`config.mk`:
```
export PLATFORM = sky130hd
export DESIGN_NAME = lsq_top
export DESIGN_NICKNAME = d
export VERILOG_FILES = /design/src/lsq_pkg.sv /design/src/lsq_control.sv /design/src/lsq_entry.sv /design/src/lsq_entry_array.sv /design/src/lsq_mem_port.sv /design/src/lsq_top.sv
export SDC_FILE = /design/constraint.sdc
export NUM_CORES = 2
export LEC_CHECK = 0
export BUFFER_PORTS_ARGS = -buffer_cell sky130_fd_sc_hd__buf_2
export CAP_MARGIN = 20
export CORE_ASPECT_RATIO = 0.6
export CORE_MARGIN = 3
export CORE_UTILIZATION = 50
export CTS_CLUSTER_SIZE = 25
export DETAILED_ROUTE_END_ITERATION = 7
export PLACE_DENSITY_LB_ADDON = 0.2
export SYNTH_ARGS = -nofsm -noshare
export SYNTH_HDL_FRONTEND = slang
export SYNTH_SLANG_ARGS = --single-unit
```
`constraint.sdc`:
```
create_clock -name clock -period 10.6 [get_ports clock]
set_input_delay 1.59 -clock clock [delete_from_list [all_inputs] [get_ports clock]]
set_output_delay 1.59 -clock clock [all_outputs]
set_load 0.005 [all_outputs]
```
`src/lsq_pkg.sv`:
```
////////////////////
// Shared widths for the load/store queue
// Memory bus command encoding
////////////////////
`default_nettype none

package lsq_pkg;

  // Address and data width
  localparam int XLEN = 64;

  // Reorder-buffer tag width
  localparam int ROB_TAG_W = 5;

  // Memory transaction tag width, tag 0 means no transaction
  localparam int MEM_TAG_W = 4;

  ////////////////////
  // Memory bus commands
  ////////////////////
  typedef enum logic [1:0] {
    BUS_NONE  = 2'b00,
    BUS_LOAD  = 2'b01,
    BUS_STORE = 2'b10
  } bus_cmd_e;

endpackage

`default_nettype wire

```
`src/lsq_control.sv`:
```
////////////////////
// Queue pointers for the load/store queue
// Compacted allocation, flush rewind, full and empty
////////////////////
`default_nettype none
`timescale 1ns/1ps

module lsq_control #(
  parameter int DEPTH = 16
) (
  input  wire                      clock,
  input  wire                      reset,
  input  wire                      flush,
  input  wire                      pop,
  input  wire                      disp_valid_1,
  input  wire                      disp_valid_2,
  input  wire [DEPTH-1:0]          valid_mask,
  input  wire [DEPTH-1:0]          committed_mask,
  output logic [$clog2(DEPTH)-1:0] head_ptr,
  output logic [$clog2(DEPTH)-1:0] alloc_1_ptr,
  output logic [$clog2(DEPTH)-1:0] alloc_2_ptr,
  output logic                     alloc_1_en,
  output logic                     alloc_2_en,
  output logic                     full,
  output logic                     empty
);

  localparam int PTR_W = $clog2(DEPTH);
  localparam int CNT_W = PTR_W + 1;

  logic [PTR_W-1:0] tail_ptr;
  logic [PTR_W-1:0] next_tail;
  logic [PTR_W-1:0] keep_count;
  logic [CNT_W-1:0] used_count;

  // Slot 2 takes the tail when slot 1 is idle
  assign alloc_1_en  = disp_valid_1;
  assign alloc_2_en  = disp_valid_2;
  assign alloc_1_ptr = tail_ptr;
  assign alloc_2_ptr = disp_valid_1 ? tail_ptr + PTR_W'(1) : tail_ptr;

  assign next_tail = tail_ptr + PTR_W'(disp_valid_1) + PTR_W'(disp_valid_2);

  // Occupancy and surviving stores
  always_comb begin
    used_count = '0;
    keep_count = '0;
    for (int i = 0; i < DEPTH; i++) begin
      used_count = used_count + CNT_W'(valid_mask[i]);
      keep_count = keep_count + PTR_W'(committed_mask[i]);
    end
  end

  ////////////////////
  // Pointer registers
  ////////////////////
  always_ff @(posedge clock) begin
    if (reset) begin
      head_ptr <= '0;
      tail_ptr <= '0;
    end else begin
      if (pop) begin
        head_ptr <= head_ptr + PTR_W'(1);
      end
      // Committed stores sit contiguously from the head
      if (flush) begin
        tail_ptr <= head_ptr + keep_count;
      end else begin
        tail_ptr <= next_tail;
      end
    end
  end

  // A paired dispatch needs two free slots
  assign full  = used_count > CNT_W'(DEPTH - 2);
  assign empty = ~valid_mask[head_ptr];

endmodule

`default_nettype wire

```
`src/lsq_entry.sv`:
```
////////////////////
// One load/store queue slot
// Tag, kind, address, data, complete and committed flags
////////////////////
`default_nettype none
`timescale 1ns/1ps

module lsq_entry (
  input  wire                           clock,
  input  wire                           reset,
  input  wire                           clear,
  input  wire                           alloc,
  input  wire                           alloc_load,
  input  wire [lsq_pkg::ROB_TAG_W-1:0]  alloc_tag,
  input  wire                           ex_valid_1,
  input  wire [lsq_pkg::ROB_TAG_W-1:0]  ex_tag_1,
  input  wire [lsq_pkg::XLEN-1:0]       ex_addr_1,
  input  wire [lsq_pkg::XLEN-1:0]       ex_data_1,
  input  wire                           ex_valid_2,
  input  wire [lsq_pkg::ROB_TAG_W-1:0]  ex_tag_2,
  input  wire [lsq_pkg::XLEN-1:0]       ex_addr_2,
  input  wire [lsq_pkg::XLEN-1:0]       ex_data_2,
  input  wire                           rob_head_valid_1,
  input  wire [lsq_pkg::ROB_TAG_W-1:0]  rob_head_1,
  input  wire                           rob_head_valid_2,
  input  wire [lsq_pkg::ROB_TAG_W-1:0]  rob_head_2,
  output logic                          valid,
  output logic                          load,
  output logic [lsq_pkg::ROB_TAG_W-1:0] tag,
  output logic [lsq_pkg::XLEN-1:0]      addr,
  output logic [lsq_pkg::XLEN-1:0]      data,
  output logic                          ready,
  output logic                          committed
);

  import lsq_pkg::*;

  logic                 complete;
  logic                 cur_valid;
  logic [ROB_TAG_W-1:0] cur_tag;
  logic                 hit_1;
  logic                 hit_2;
  logic                 head_hit;

  // Tag seen this cycle, so a result can land in the allocating cycle
  assign cur_valid = alloc | (valid & ~clear);
  assign cur_tag   = alloc ? alloc_tag : tag;

  // Bus 1 wins when both buses carry our tag
  assign hit_1 = cur_valid & ex_valid_1 & (ex_tag_1 == cur_tag);
  assign hit_2 = cur_valid & ex_valid_2 & (ex_tag_2 == cur_tag) & ~hit_1;

  assign head_hit = (rob_head_valid_1 & (rob_head_1 == tag)) |
                    (rob_head_valid_2 & (rob_head_2 == tag));

  always_ff @(posedge clock) begin
    if (reset) begin
      valid     <= 1'b0;
      complete  <= 1'b0;
      committed <= 1'b0;
    end else if (alloc) begin
      valid     <= 1'b1;
      complete  <= hit_1 | hit_2;
      committed <= 1'b0;
    end else if (clear) begin
      valid     <= 1'b0;
      complete  <= 1'b0;
      committed <= 1'b0;
    end else begin
      if (hit_1 | hit_2) begin
        complete <= 1'b1;
      end
      // Store retires from the ROB only once its operands are in
      if (valid & complete & ~load & head_hit) begin
        committed <= 1'b1;
      end
    end
  end

  ////////////////////
  // Payload
  ////////////////////
  always_ff @(posedge clock) begin
    if (alloc) begin
      load <= alloc_load;
      tag  <= alloc_tag;
    end
    if (hit_1) begin
      addr <= ex_addr_1;
      data <= ex_data_1;
    end else if (hit_2) begin
      addr <= ex_addr_2;
      data <= ex_data_2;
    end
  end

  assign ready = valid & complete & (load | committed);

endmodule

`default_nettype wire

```
`src/lsq_entry_array.sv`:
```
////////////////////
// Slot array of the load/store queue
// Per-slot allocate and clear decode
// Head slot output mux
////////////////////
`default_nettype none
`timescale 1ns/1ps

module lsq_entry_array #(
  parameter int DEPTH = 16
) (
  input  wire                           clock,
  input  wire                           reset,
  input  wire                           flush,
  input  wire                           pop,
  input  wire [$clog2(DEPTH)-1:0]       head_ptr,
  input  wire [$clog2(DEPTH)-1:0]       alloc_1_ptr,
  input  wire [$clog2(DEPTH)-1:0]       alloc_2_ptr,
  input  wire                           alloc_1_en,
  input  wire                           alloc_2_en,
  input  wire                           disp_load_1,
  input  wire [lsq_pkg::ROB_TAG_W-1:0]  disp_tag_1,
  input  wire                           disp_load_2,
  input  wire [lsq_pkg::ROB_TAG_W-1:0]  disp_tag_2,
  input  wire                           ex_valid_1,
  input  wire [lsq_pkg::ROB_TAG_W-1:0]  ex_tag_1,
  input  wire [lsq_pkg::XLEN-1:0]       ex_addr_1,
  input  wire [lsq_pkg::XLEN-1:0]       ex_data_1,
  input  wire                           ex_valid_2,
  input  wire [lsq_pkg::ROB_TAG_W-1:0]  ex_tag_2,
  input  wire [lsq_pkg::XLEN-1:0]       ex_addr_2,
  input  wire [lsq_pkg::XLEN-1:0]       ex_data_2,
  input  wire                           rob_head_valid_1,
  input  wire [lsq_pkg::ROB_TAG_W-1:0]  rob_head_1,
  input  wire                           rob_head_valid_2,
  input  wire [lsq_pkg::ROB_TAG_W-1:0]  rob_head_2,
  output logic [DEPTH-1:0]              valid_mask,
  output logic [DEPTH-1:0]              committed_mask,
  output logic                          head_ready,
  output logic                          head_load,
  output logic [lsq_pkg::ROB_TAG_W-1:0] head_tag,
  output logic [lsq_pkg::XLEN-1:0]      head_addr,
  output logic [lsq_pkg::XLEN-1:0]      head_data
);

  import lsq_pkg::*;

  localparam int PTR_W = $clog2(DEPTH);

  logic [DEPTH-1:0]     ready_mask;
  logic [DEPTH-1:0]     load_mask;
  logic [ROB_TAG_W-1:0] tag_arr  [DEPTH];
  logic [XLEN-1:0]      addr_arr [DEPTH];
  logic [XLEN-1:0]      data_arr [DEPTH];

  for (genvar i = 0; i < DEPTH; i++) begin : g_slot
    logic                 sel_1;
    logic                 sel_2;
    logic                 slot_alloc;
    logic                 slot_load;
    logic [ROB_TAG_W-1:0] slot_tag;
    logic                 slot_clear;

    assign sel_1      = alloc_1_en & (alloc_1_ptr == PTR_W'(i));
    assign sel_2      = alloc_2_en & (alloc_2_ptr == PTR_W'(i));
    assign slot_alloc = sel_1 | sel_2;
    assign slot_load  = sel_1 ? disp_load_1 : disp_load_2;
    assign slot_tag   = sel_1 ? disp_tag_1 : disp_tag_2;

    // Committed stores survive a flush and still drain
    assign slot_clear = (pop & (head_ptr == PTR_W'(i))) |
                        (flush & ~committed_mask[i]);

    lsq_entry u_entry (
      .clock            (clock),
      .reset            (reset),
      .clear            (slot_clear),
      .alloc            (slot_alloc),
      .alloc_load       (slot_load),
      .alloc_tag        (slot_tag),
      .ex_valid_1       (ex_valid_1),
      .ex_tag_1         (ex_tag_1),
      .ex_addr_1        (ex_addr_1),
      .ex_data_1        (ex_data_1),
      .ex_valid_2       (ex_valid_2),
      .ex_tag_2         (ex_tag_2),
      .ex_addr_2        (ex_addr_2),
      .ex_data_2        (ex_data_2),
      .rob_head_valid_1 (rob_head_valid_1),
      .rob_head_1       (rob_head_1),
      .rob_head_valid_2 (rob_head_valid_2),
      .rob_head_2       (rob_head_2),
      .valid            (valid_mask[i]),
      .load             (load_mask[i]),
      .tag              (tag_arr[i]),
      .addr             (addr_arr[i]),
      .data             (data_arr[i]),
      .ready            (ready_mask[i]),
      .committed        (committed_mask[i])
    );
  end

  ////////////////////
  // Head slot mux
  ////////////////////
  assign head_ready = ready_mask[head_ptr];
  assign head_load  = load_mask[head_ptr];
  assign head_tag   = tag_arr[head_ptr];
  assign head_addr  = addr_arr[head_ptr];
  assign head_data  = data_arr[head_ptr];

endmodule

`default_nettype wire

```
`src/lsq_mem_port.sv`:
```
////////////////////
// Data-memory port of the load/store queue
// Command, outstanding tag, load result, stall
////////////////////
`default_nettype none
`timescale 1ns/1ps

module lsq_mem_port (
  input  wire                           clock,
  input  wire                           reset,
  input  wire                           flush,
  input  wire                           head_ready,
  input  wire                           head_load,
  input  wire [lsq_pkg::ROB_TAG_W-1:0]  head_tag,
  input  wire [lsq_pkg::XLEN-1:0]       head_addr,
  input  wire [lsq_pkg::XLEN-1:0]       head_data,
  input  wire [lsq_pkg::MEM_TAG_W-1:0]  mem_response,
  input  wire [lsq_pkg::MEM_TAG_W-1:0]  mem_tag,
  input  wire [lsq_pkg::XLEN-1:0]       mem_rdata,
  output lsq_pkg::bus_cmd_e             mem_cmd,
  output logic [lsq_pkg::XLEN-1:0]      mem_addr,
  output logic [lsq_pkg::XLEN-1:0]      mem_data,
  output logic                          pop,
  output logic                          stall,
  output logic                          result_valid,
  output logic [lsq_pkg::ROB_TAG_W-1:0] result_tag,
  output logic [lsq_pkg::XLEN-1:0]      result_data
);

  import lsq_pkg::*;

  logic [MEM_TAG_W-1:0] out_tag;
  logic                 waiting;
  logic                 issue;
  logic                 accept;
  logic                 load_done;

  assign waiting = out_tag != '0;

  // One request in flight at a time
  assign issue   = head_ready & ~waiting;
  assign mem_cmd = !issue ? BUS_NONE : head_load ? BUS_LOAD : BUS_STORE;

  // Head does not move until finish, so these hold under busy
  assign mem_addr = head_addr;
  assign mem_data = head_data;

  assign accept    = issue & (mem_response != '0);
  assign load_done = waiting & (mem_tag == out_tag);

  ////////////////////
  // Outstanding load tag
  ////////////////////
  always_ff @(posedge clock) begin
    if (reset || flush) begin
      out_tag <= '0;
    end else if (accept && head_load) begin
      out_tag <= mem_response;
    end else if (load_done) begin
      out_tag <= '0;
    end
  end

  assign pop   = (accept & ~head_load) | load_done;
  assign stall = head_ready & ~pop;

  assign result_valid = load_done;
  assign result_tag   = head_tag;
  assign result_data  = mem_rdata;

endmodule

`default_nettype wire

```
`src/lsq_top.sv`:
```
////////////////////
// Load/store queue top level
// Control, slot array and memory port
////////////////////
`default_nettype none
`timescale 1ns/1ps

module lsq_top #(
  parameter int DEPTH = 16
) (
  input  wire                           clock,
  input  wire                           reset,
  input  wire                           flush,
  input  wire                           disp_valid_1,
  input  wire                           disp_load_1,
  input  wire [lsq_pkg::ROB_TAG_W-1:0]  disp_tag_1,
  input  wire                           disp_valid_2,
  input  wire                           disp_load_2,
  input  wire [lsq_pkg::ROB_TAG_W-1:0]  disp_tag_2,
  input  wire                           ex_valid_1,
  input  wire [lsq_pkg::ROB_TAG_W-1:0]  ex_tag_1,
  input  wire [lsq_pkg::XLEN-1:0]       ex_addr_1,
  input  wire [lsq_pkg::XLEN-1:0]       ex_data_1,
  input  wire                           ex_valid_2,
  input  wire [lsq_pkg::ROB_TAG_W-1:0]  ex_tag_2,
  input  wire [lsq_pkg::XLEN-1:0]       ex_addr_2,
  input  wire [lsq_pkg::XLEN-1:0]       ex_data_2,
  input  wire                           rob_head_valid_1,
  input  wire [lsq_pkg::ROB_TAG_W-1:0]  rob_head_1,
  input  wire                           rob_head_valid_2,
  input  wire [lsq_pkg::ROB_TAG_W-1:0]  rob_head_2,
  output lsq_pkg::bus_cmd_e             mem_cmd,
  output logic [lsq_pkg::XLEN-1:0]      mem_addr,
  output logic [lsq_pkg::XLEN-1:0]      mem_data,
  input  wire [lsq_pkg::MEM_TAG_W-1:0]  mem_response,
  input  wire [lsq_pkg::MEM_TAG_W-1:0]  mem_tag,
  input  wire [lsq_pkg::XLEN-1:0]       mem_rdata,
  output logic                          result_valid,
  output logic [lsq_pkg::ROB_TAG_W-1:0] result_tag,
  output logic [lsq_pkg::XLEN-1:0]      result_data,
  output logic                          stall,
  output logic                          full,
  output logic                          empty
);

  import lsq_pkg::*;

  localparam int PTR_W = $clog2(DEPTH);

  logic [PTR_W-1:0]     head_ptr;
  logic [PTR_W-1:0]     alloc_1_ptr;
  logic [PTR_W-1:0]     alloc_2_ptr;
  logic                 alloc_1_en;
  logic                 alloc_2_en;
  logic                 pop;
  logic [DEPTH-1:0]     valid_mask;
  logic [DEPTH-1:0]     committed_mask;
  logic                 head_ready;
  logic                 head_load;
  logic [ROB_TAG_W-1:0] head_tag;
  logic [XLEN-1:0]      head_addr;
  logic [XLEN-1:0]      head_data;

  ////////////////////
  // Pointers
  ////////////////////
  lsq_control #(
    .DEPTH (DEPTH)
  ) u_control (
    .clock          (clock),
    .reset          (reset),
    .flush          (flush),
    .pop            (pop),
    .disp_valid_1   (disp_valid_1),
    .disp_valid_2   (disp_valid_2),
    .valid_mask     (valid_mask),
    .committed_mask (committed_mask),
    .head_ptr       (head_ptr),
    .alloc_1_ptr    (alloc_1_ptr),
    .alloc_2_ptr    (alloc_2_ptr),
    .alloc_1_en     (alloc_1_en),
    .alloc_2_en     (alloc_2_en),
    .full           (full),
    .empty          (empty)
  );

  ////////////////////
  // Slots
  ////////////////////
  lsq_entry_array #(
    .DEPTH (DEPTH)
  ) u_array (
    .clock            (clock),
    .reset            (reset),
    .flush            (flush),
    .pop              (pop),
    .head_ptr         (head_ptr),
    .alloc_1_ptr      (alloc_1_ptr),
    .alloc_2_ptr      (alloc_2_ptr),
    .alloc_1_en       (alloc_1_en),
    .alloc_2_en       (alloc_2_en),
    .disp_load_1      (disp_load_1),
    .disp_tag_1       (disp_tag_1),
    .disp_load_2      (disp_load_2),
    .disp_tag_2       (disp_tag_2),
    .ex_valid_1       (ex_valid_1),
    .ex_tag_1         (ex_tag_1),
    .ex_addr_1        (ex_addr_1),
    .ex_data_1        (ex_data_1),
    .ex_valid_2       (ex_valid_2),
    .ex_tag_2         (ex_tag_2),
    .ex_addr_2        (ex_addr_2),
    .ex_data_2        (ex_data_2),
    .rob_head_valid_1 (rob_head_valid_1),
    .rob_head_1       (rob_head_1),
    .rob_head_valid_2 (rob_head_valid_2),
    .rob_head_2       (rob_head_2),
    .valid_mask       (valid_mask),
    .committed_mask   (committed_mask),
    .head_ready       (head_ready),
    .head_load        (head_load),
    .head_tag         (head_tag),
    .head_addr        (head_addr),
    .head_data        (head_data)
  );

  ////////////////////
  // Memory side
  ////////////////////
  lsq_mem_port u_mem_port (
    .clock        (clock),
    .reset        (reset),
    .flush        (flush),
    .head_ready   (head_ready),
    .head_load    (head_load),
    .head_tag     (head_tag),
    .head_addr    (head_addr),
    .head_data    (head_data),
    .mem_response (mem_response),
    .mem_tag      (mem_tag),
    .mem_rdata    (mem_rdata),
    .mem_cmd      (mem_cmd),
    .mem_addr     (mem_addr),
    .mem_data     (mem_data),
    .pop          (pop),
    .stall        (stall),
    .result_valid (result_valid),
    .result_tag   (result_tag),
    .result_data  (result_data)
  );

endmodule

`default_nettype wire

```
**After elaboration in Yosys (flattened, before gate mapping)**

Index checks and enable logic that the tools add are counted.
W data, S select, Z words.

- Register bits after elaboration: 2,204
- Latch bits: 0
- RAM bits: 0
- Memory bits (read-only): 0
- Input bits: 369
- Output and inout bits: 203
- Word-level logic and storage cells: 975
- Memories kept: 0

- $add $sub $neg: 35
- $mul: 0
- Divide/modulo/power cells: 0
- $lt $le $gt $ge: 3
- Equal/unequal tests: 110
- Shifts and indexed selects: 0
- Multiplexer cells: 213
- Bitwise operators: 427
- Reduce and logical (&&, ||, !) cells: 72

Operator list:

| kind | count |
|---|---|
| $mux W64 | 68 |
| $bmux W64 S4 | 2 |
| $eq A5 B5 Y1 | 64 |
| $and A1 B1 Y1 | 261 |
| $mux W5 | 34 |
| $mux W1 | 99 |
| $or A1 B1 Y1 | 97 |
| $eq A4 B4 Y1 const B | 24 |
| $add A5 B1 Y5 | 14 |
| $not A1 Y1 | 68 |
| $reduce_bool A2 Y1 | 33 |
| $add A4 B1 Y4 | 16 |
| $eq A4 B3 Y1 const B | 12 |
| $reduce_bool A3 Y1 | 16 |
| $reduce_or A3 Y1 | 16 |
| $eq A4 B2 Y1 const B | 6 |
| $bmux W5 S4 | 1 |
| $mux W4 | 4 |
| $bmux W1 S4 | 3 |
| $eq A4 B1 Y1 const B | 3 |
| $logic_not A4 Y1 | 3 |
| $add A4 B1 Y4 const B | 2 |
| $reduce_bool A4 Y1 | 2 |
| $ge A5 B5 Y1 const B | 1 |
| other kinds (9) | 11 |

**Logic depth before layout (Yosys ltp)**

- Depth in word-level cells: 21
- Depth in mapped cells: 17
- Mapped depth without buffers: 16

**By module**

Synthesis repeated with hierarchy kept, for this count alone.

- Cell total of the unflattened synthesis: 7,034
- Area, all modules: 121,998.3 um^2

Modules (own cells, without submodules):

| module | instances | cells an instance | area each (um^2) | seq. area each (um^2) |
|---|---|---|---|---|
| lsq_entry | 16 | 333 | 6,342.3 | 4,033.9 |
| lsq_entry_array | 1 | 1,321 | 17,252.8 | 0.0 |
| lsq_mem_port | 1 | 237 | 1,801.7 | 80.1 |
| lsq_control | 1 | 148 | 1,466.4 | 160.2 |

**Worst setup path after synthesis**

OpenSTA, ideal clock, no wires.

- Path kind: input to register
- From: input port disp_valid_1
- To: register u_array.g_slot[10].u_entry.addr[0] in the netlist's numbering (enable)
- Data arrival time: 8.900 ns
- Required time: 9.983 ns
- Setup slack: 1.083 ns
- Stages on the path: 12
- Buffers on the path: 3
- Path through: buf_6 or3b_1 buf_4 a21o_1 buf_2 a32oi_1 a31oi_2 xnor2_1 nor4_1 and3_1 a31oi_1 nor2_1

- Longest elaborated chain between the ends: 10
- Elaborated cells between the ends (all ways): 17

RTL lines:

| what | RTL line | RTL |
|---|---|---|
| start: declaration | lsq_top.sv:14 | `input wire disp_valid_1,` |
| $mux W4 | lsq_control.sv:40 | `assign alloc_2_ptr = disp_valid_1 ? tail_ptr + PTR_W'(1) : tail_ptr;` |
| $eq A4 B4 Y1 | lsq_entry_array.sv:65 | `assign sel_2 = alloc_2_en & (alloc_2_ptr == PTR_W'(i));` |
| $and A1 B1 Y1 | lsq_entry_array.sv:65 |  |
| $or A1 B1 Y1 | lsq_entry_array.sv:66 | `assign slot_alloc = sel_1 \| sel_2;` |
| $mux W5 * | - |  |
| named net u_array.g_slot[10].u_entry.cur_tag[0] | lsq_entry.sv:40 | `logic [ROB_TAG_W-1:0] cur_tag;` |
| $eq A5 B5 Y1 | lsq_entry.sv:50 | `assign hit_1 = cur_valid & ex_valid_1 & (ex_tag_1 == cur_tag);` |
| $and A1 B1 Y1 | lsq_entry.sv:50 |  |
| $not A1 Y1 | lsq_entry.sv:51 | `assign hit_2 = cur_valid & ex_valid_2 & (ex_tag_2 == cur_tag) & ~hit_1;` |
| $and A1 B1 Y1 | lsq_entry.sv:51 |  |
| $reduce_bool A2 Y1 (no source line) * | - |  |
| end signal: assignment | lsq_entry.sv:89 | `addr <= ex_addr_1;` |
| end signal: assignment | lsq_entry.sv:92 | `addr <= ex_addr_2;` |
| end: declaration | lsq_entry.sv:30 | `output logic [lsq_pkg::XLEN-1:0] addr,` |

Mark *: on every way through the listed nets, which the timed path passes. The rest lies on a longest branch.
A chain may end at the register's enable or synchronous reset.

**Worst setup path in the final report**

- From: register u_control.head_ptr[0]
- To: output port mem_data[28] in the netlist's numbering

- Longest elaborated chain between the ends: 4

RTL lines:

| what | RTL line | RTL |
|---|---|---|
| start: declaration | lsq_control.sv:19 | `output logic [$clog2(DEPTH)-1:0] head_ptr,` |
| start signal: assignment | lsq_control.sv:63 | `head_ptr <= head_ptr + PTR_W'(1);` |
| $not A4 Y5 (implied by the code) | lsq_entry_array.sv:110 | `assign head_data = data_arr[head_ptr];` |
| $bmux W64 S4 | lsq_entry_array.sv:110 |  |
| $mux W64 (implied by the code) (2 in series) | lsq_entry_array.sv:110 |  |
| end: declaration | lsq_top.sv:34 | `output logic [lsq_pkg::XLEN-1:0] mem_data,` |

Every way passes these cells. The select of a mux whose other input is x is not followed.

==> out/results.md <==
| Quantity | Value | Unit |
|:---|:---|:---|
| Number of hold violations in the final report | 0 | - |
| Max-cap check violation count | 0 | - |
| Mux contribution to synthesized area | 32.8 | % |
| CTS root buffer | sky130_fd_sc_hd__clkbuf_16 | - |
| Worst Max-Slew Pin Slew | 1.30 | ns |
| Core area | 0.233 | sq mm |
| Depth of the CTS H-tree | 4 | - |
| Most frequent cells after synthesis | 2,064 x sky130_fd_sc_hd__edfxtp_1, 1,472 x sky130_fd_sc_hd__mux2_1, 673 x sky130_fd_sc_hd__mux4_2, 586 x sky130_fd_sc_hd__mux2_2, 425 x sky130_fd_sc_hd__clkbuf_1 | - |
| Number of nets in the synthesized netlist | 7,564 | - |
| Main synth FF type | sky130_fd_sc_hd__edfxtp_1 | - |
| Per-cell via count in the routed design | 6.77 | - |
| Post-route antenna net violation count | 0 | - |
| Filler cell count in the final layout | 18.4k | - |
| Maximum fanout along the worst path | 43 | - |
| PnR Total Power | 19.3 | mW |
| Synthesis-stage register bit count | 2,204 | - |
| Proportion of register bits with asynchronous set or reset after synthesis | 0 | % |
| Placed Cells | 10.0k | - |
| Initial Utilization | 50.4 | % |
| Worst Setup Start Kind | flop | - |
| Sequential Area | 0.0648 | sq mm |
| Post-synthesis xor/xnor area fraction | 2.27 | % |
| WP data required | 9.01 | ns |
| Post-Syn Area per Cell | 16.4 | sq um |
| Global routing usage on met1 | 47.6 | % |
| Post-DP HPWL | 218 | mm |
| Endpoint type of the worst setup path | primary output | - |
| Final weighted congestion of routability-driven global placement | 1.02 | - |
| Worst-case headroom to the max-slew limit | 13.6 | % |
| Pin count of the biggest net entering global routing | 143 | - |
| Aggregate routed wire length | 386 | mm |
| Horizontal extent of the die | 632 | um |
| Resized Gates After CTS | 0 | - |
| Total track usage | 31.8 | % |
| Multi-input combinational cell area | 0.0479 | sq mm |
| Adder-cell area share of the yosys netlist | 0.620 | % |
| GR met2 Demand/Resource | 46.3 | % |
| Top achievable clock speed | 0.129 | GHz |
| Skew-Pair Late Insertion Delay | 0.88 | ns |
| Critical Path AT | 6.16 | ns |
| Global-route wire length before repair | 550 | mm |
| Area fraction of the dominant cell type after synthesis | 52.8 | % |
| Aggregate global routing overflow | 0 | - |
| Placed cell areas | 0.120 | sq mm |
| Leak | 40.5 | nW |
| Ports | 572 | - |
| Number of warnings reported in the yosys synthesis log | 0 | - |
| Router iterations before antenna repair | 6 | - |
| Nets | 7,537 | - |
| Number of buffers on the longest clock path | 4 | - |
| Via count of the first global-routing pass | 70.4k | - |
| Number of placement rows | 137 | - |
| First DRT Iteration DRCs | 9,316 | - |
| Number of cells on the worst hold path | 2 | - |
| Wire per inst | 36.9 | um |
| Count of hold buffers inserted by post-cts repair | 0 | - |
| Tmin final | 7.75 | ns |
| Worst Path Class, Setup | flop to primary output | - |
| Count of input and output buffers | 443 | - |
| Number of antenna violations at the first check in global routing | 98 | - |
| Clock Pin Slew Worst Setup and Hold Paths | 0.06 | ns |
| Count of final max-slew check failures | 0 | - |
| Global routing usage on met3 | 7.03 | % |
| Class of the worst hold path | flop to flop | - |
| Power per unit of standard cell area | 151 | mW/mm^2 |
| CTS tree | done | - |
| Fin util | 54.7 | % |
| Overall die area | 0.241 | sq mm |
| Most common cell in the synthesized netlist | sky130_fd_sc_hd__edfxtp_1 | - |
| Dominant combinational cell family by area after synthesis | multiplexers | - |
| Vert. Die Dim | 381 | um |
| Number of sinks driven by the clock tree | 2,204 | - |
| Global route hottest layer | met1 | - |
| Leading area contributor after synthesis | sky130_fd_sc_hd__edfxtp_1 | - |
| Number of distinct library cell variants in the gate-level netlist after synthesis | 105 | - |
| Logic depth of the worst register-to-register path | 13 | - |
| Share of layout cells above drive strength 1 | 30.4 | % |
| Post-CTS repair timing setup buffer count | 0 | - |
| Unrepaired setup endpoints after global routing | no | - |
| Ratio of final minimum period to clock period | 73.1 | % |
| Finished Layout Cells | 10.5k | - |
| Final instance area | 0.128 | sq mm |
| Area growth from synthesis to final layout | 8.57 | % |
| Post-Syn Instances | 7,150 | - |
| Compound-gate portion of the synthesized area | 2.40 | % |
| Sequential-to-total area share from yosys stat | 55.1 | % |
| Post-synthesis cell area | 0.117 | sq mm |
| Ranking of synthesized cells by area | sky130_fd_sc_hd__edfxtp_1 53%, sky130_fd_sc_hd__mux2_1 14%, sky130_fd_sc_hd__mux4_2 13%, sky130_fd_sc_hd__mux2_2 5.6%, sky130_fd_sc_hd__dfxtp_1 2.4% | - |
| Post-Route Setup TNS | 0 | ns |
| Basic-gate share of the synthesized area counting and, or, nand and nor cells | 2.52 | % |
| Post-synth EDFFs | 2,064 | - |
| Peak supply drop | 0.159 | mV |
| Total via count in the routed design | 70.9k | - |
| Remaining routing DRC violations | 0 | - |
| Number of setup violations in the final report | 0 | - |
| Final setup skew | 0.0391 | ns |
| Num CTS Buffers | 218 | - |
| Status | finished clean | - |
==> flip-flops by register name, summed over array words and instances, names as in the netlist <==
register,count
u_control.head_ptr,4
u_array.g_slot.u_entry.valid,16
u_array.g_slot.u_entry.data,1024
u_array.g_slot.u_entry.complete,16
u_array.g_slot.u_entry.committed,16
u_control.alloc_1_ptr,4
u_mem_port.out_tag,4
u_array.g_slot.u_entry.addr,1024
u_array.g_slot.u_entry.load,16
u_array.g_slot.u_entry.tag,80
==> critical path: stages (launching register included) <==
cell and delay, ns:
sky130_fd_sc_hd__dfxtp_4 0.65, sky130_fd_sc_hd__buf_4 0.74, sky130_fd_sc_hd__buf_4 0.84, sky130_fd_sc_hd__buf_4 0.81
sky130_fd_sc_hd__buf_4 0.75, sky130_fd_sc_hd__mux4_2 0.60, sky130_fd_sc_hd__mux4_2 0.48, sky130_fd_sc_hd__buf_2 0.20
==> cell families after synthesis <==
| family | Yosys count |
|---|---|
| buffers and inverters | 902 |
| flip-flops | 2204 |
| multiplexers | 2749 |
| AND/OR/NAND/NOR | 579 |
| XOR/XNOR | 305 |
| AO/OA/AOI/OAI | 366 |
| adder cells (fa/ha/maj) | 45 |
==> routing by layer <==
| layer | vias to the layer above | routed length, um |
|---|---|---|
| met5 | - | 345 |
| met4 | 26 | 11800 |
| met3 | 660 | 38400 |
| met2 | 4018 | 170000 |
| met1 | 37826 | 166000 |
| li1 | 28346 | - |
==> cell usage in the layout (no fill, tap or decap), types with 46 or more instances in the layout <==
cell and count:
sky130_fd_sc_hd__xnor2_1 160, sky130_fd_sc_hd__mux2_2 586, sky130_fd_sc_hd__clkinv_1 58, sky130_fd_sc_hd__clkbuf_1 46, sky130_fd_sc_hd__nand3_1 65, sky130_fd_sc_hd__xor2_1 145, sky130_fd_sc_hd__nand2_1 115, sky130_fd_sc_hd__inv_1 84
sky130_fd_sc_hd__edfxtp_1 2064, sky130_fd_sc_hd__dfxtp_1 136, sky130_fd_sc_hd__mux2_1 1472, sky130_fd_sc_hd__clkbuf_16 223, sky130_fd_sc_hd__o21ai_0 46, sky130_fd_sc_hd__mux4_2 673, sky130_fd_sc_hd__buf_4 88, sky130_fd_sc_hd__nor2_1 169
sky130_fd_sc_hd__buf_2 443, sky130_fd_sc_hd__nor4_1 61
==> power breakdown <==
part	internal [mW]	switching [mW]	leakage, nW
sequential	9.64	0.208	19.7
combinational	0.664	0.916	17.4
clock	4.36	3.47	3.36
==> metrics by stage <==
step,hold slack [ns],worst slack [ns]
after floorplan,0.432,1.08
after global placement,0.449,3.50
after detailed placement,0.467,3.54
after CTS,0.479,2.59
after global routing,0.508,2.34
final,0.484,2.85
==> final timing paths <==
| kind | start | slack, ns | endpoint |
|---|---|---|---|
| worst max-delay path | u_control.head_ptr[0] | 2.85 | mem_data[28] |
| worst min-delay path | u_array.g_slot[15].u_entry.complete | 0.48 | u_array.g_slot[15].u_entry.complete |
| worst max register to register | u_control.head_ptr[1] | 3.74 | u_array.g_slot[0].u_entry.addr[37] |
| worst min register to register | u_array.g_slot[15].u_entry.complete | 0.48 | u_array.g_slot[15].u_entry.complete |
==> layout make-up <==
class | count | area share [%]
Inverter | 89 | 0.262
Clock buffer | 271 | 4.53
Clock inverter | 120 | 0.883
Tap cell | 3127 | 3.07
Timing Repair Buffer | 566 | 2.81
Antenna cell | 43 | 0.0844
Multi-Input combinational cell | 4044 | 37.6
Sequential cell | 2204 | 50.8
No activity file was read; power rests on OpenSTA's default activity.
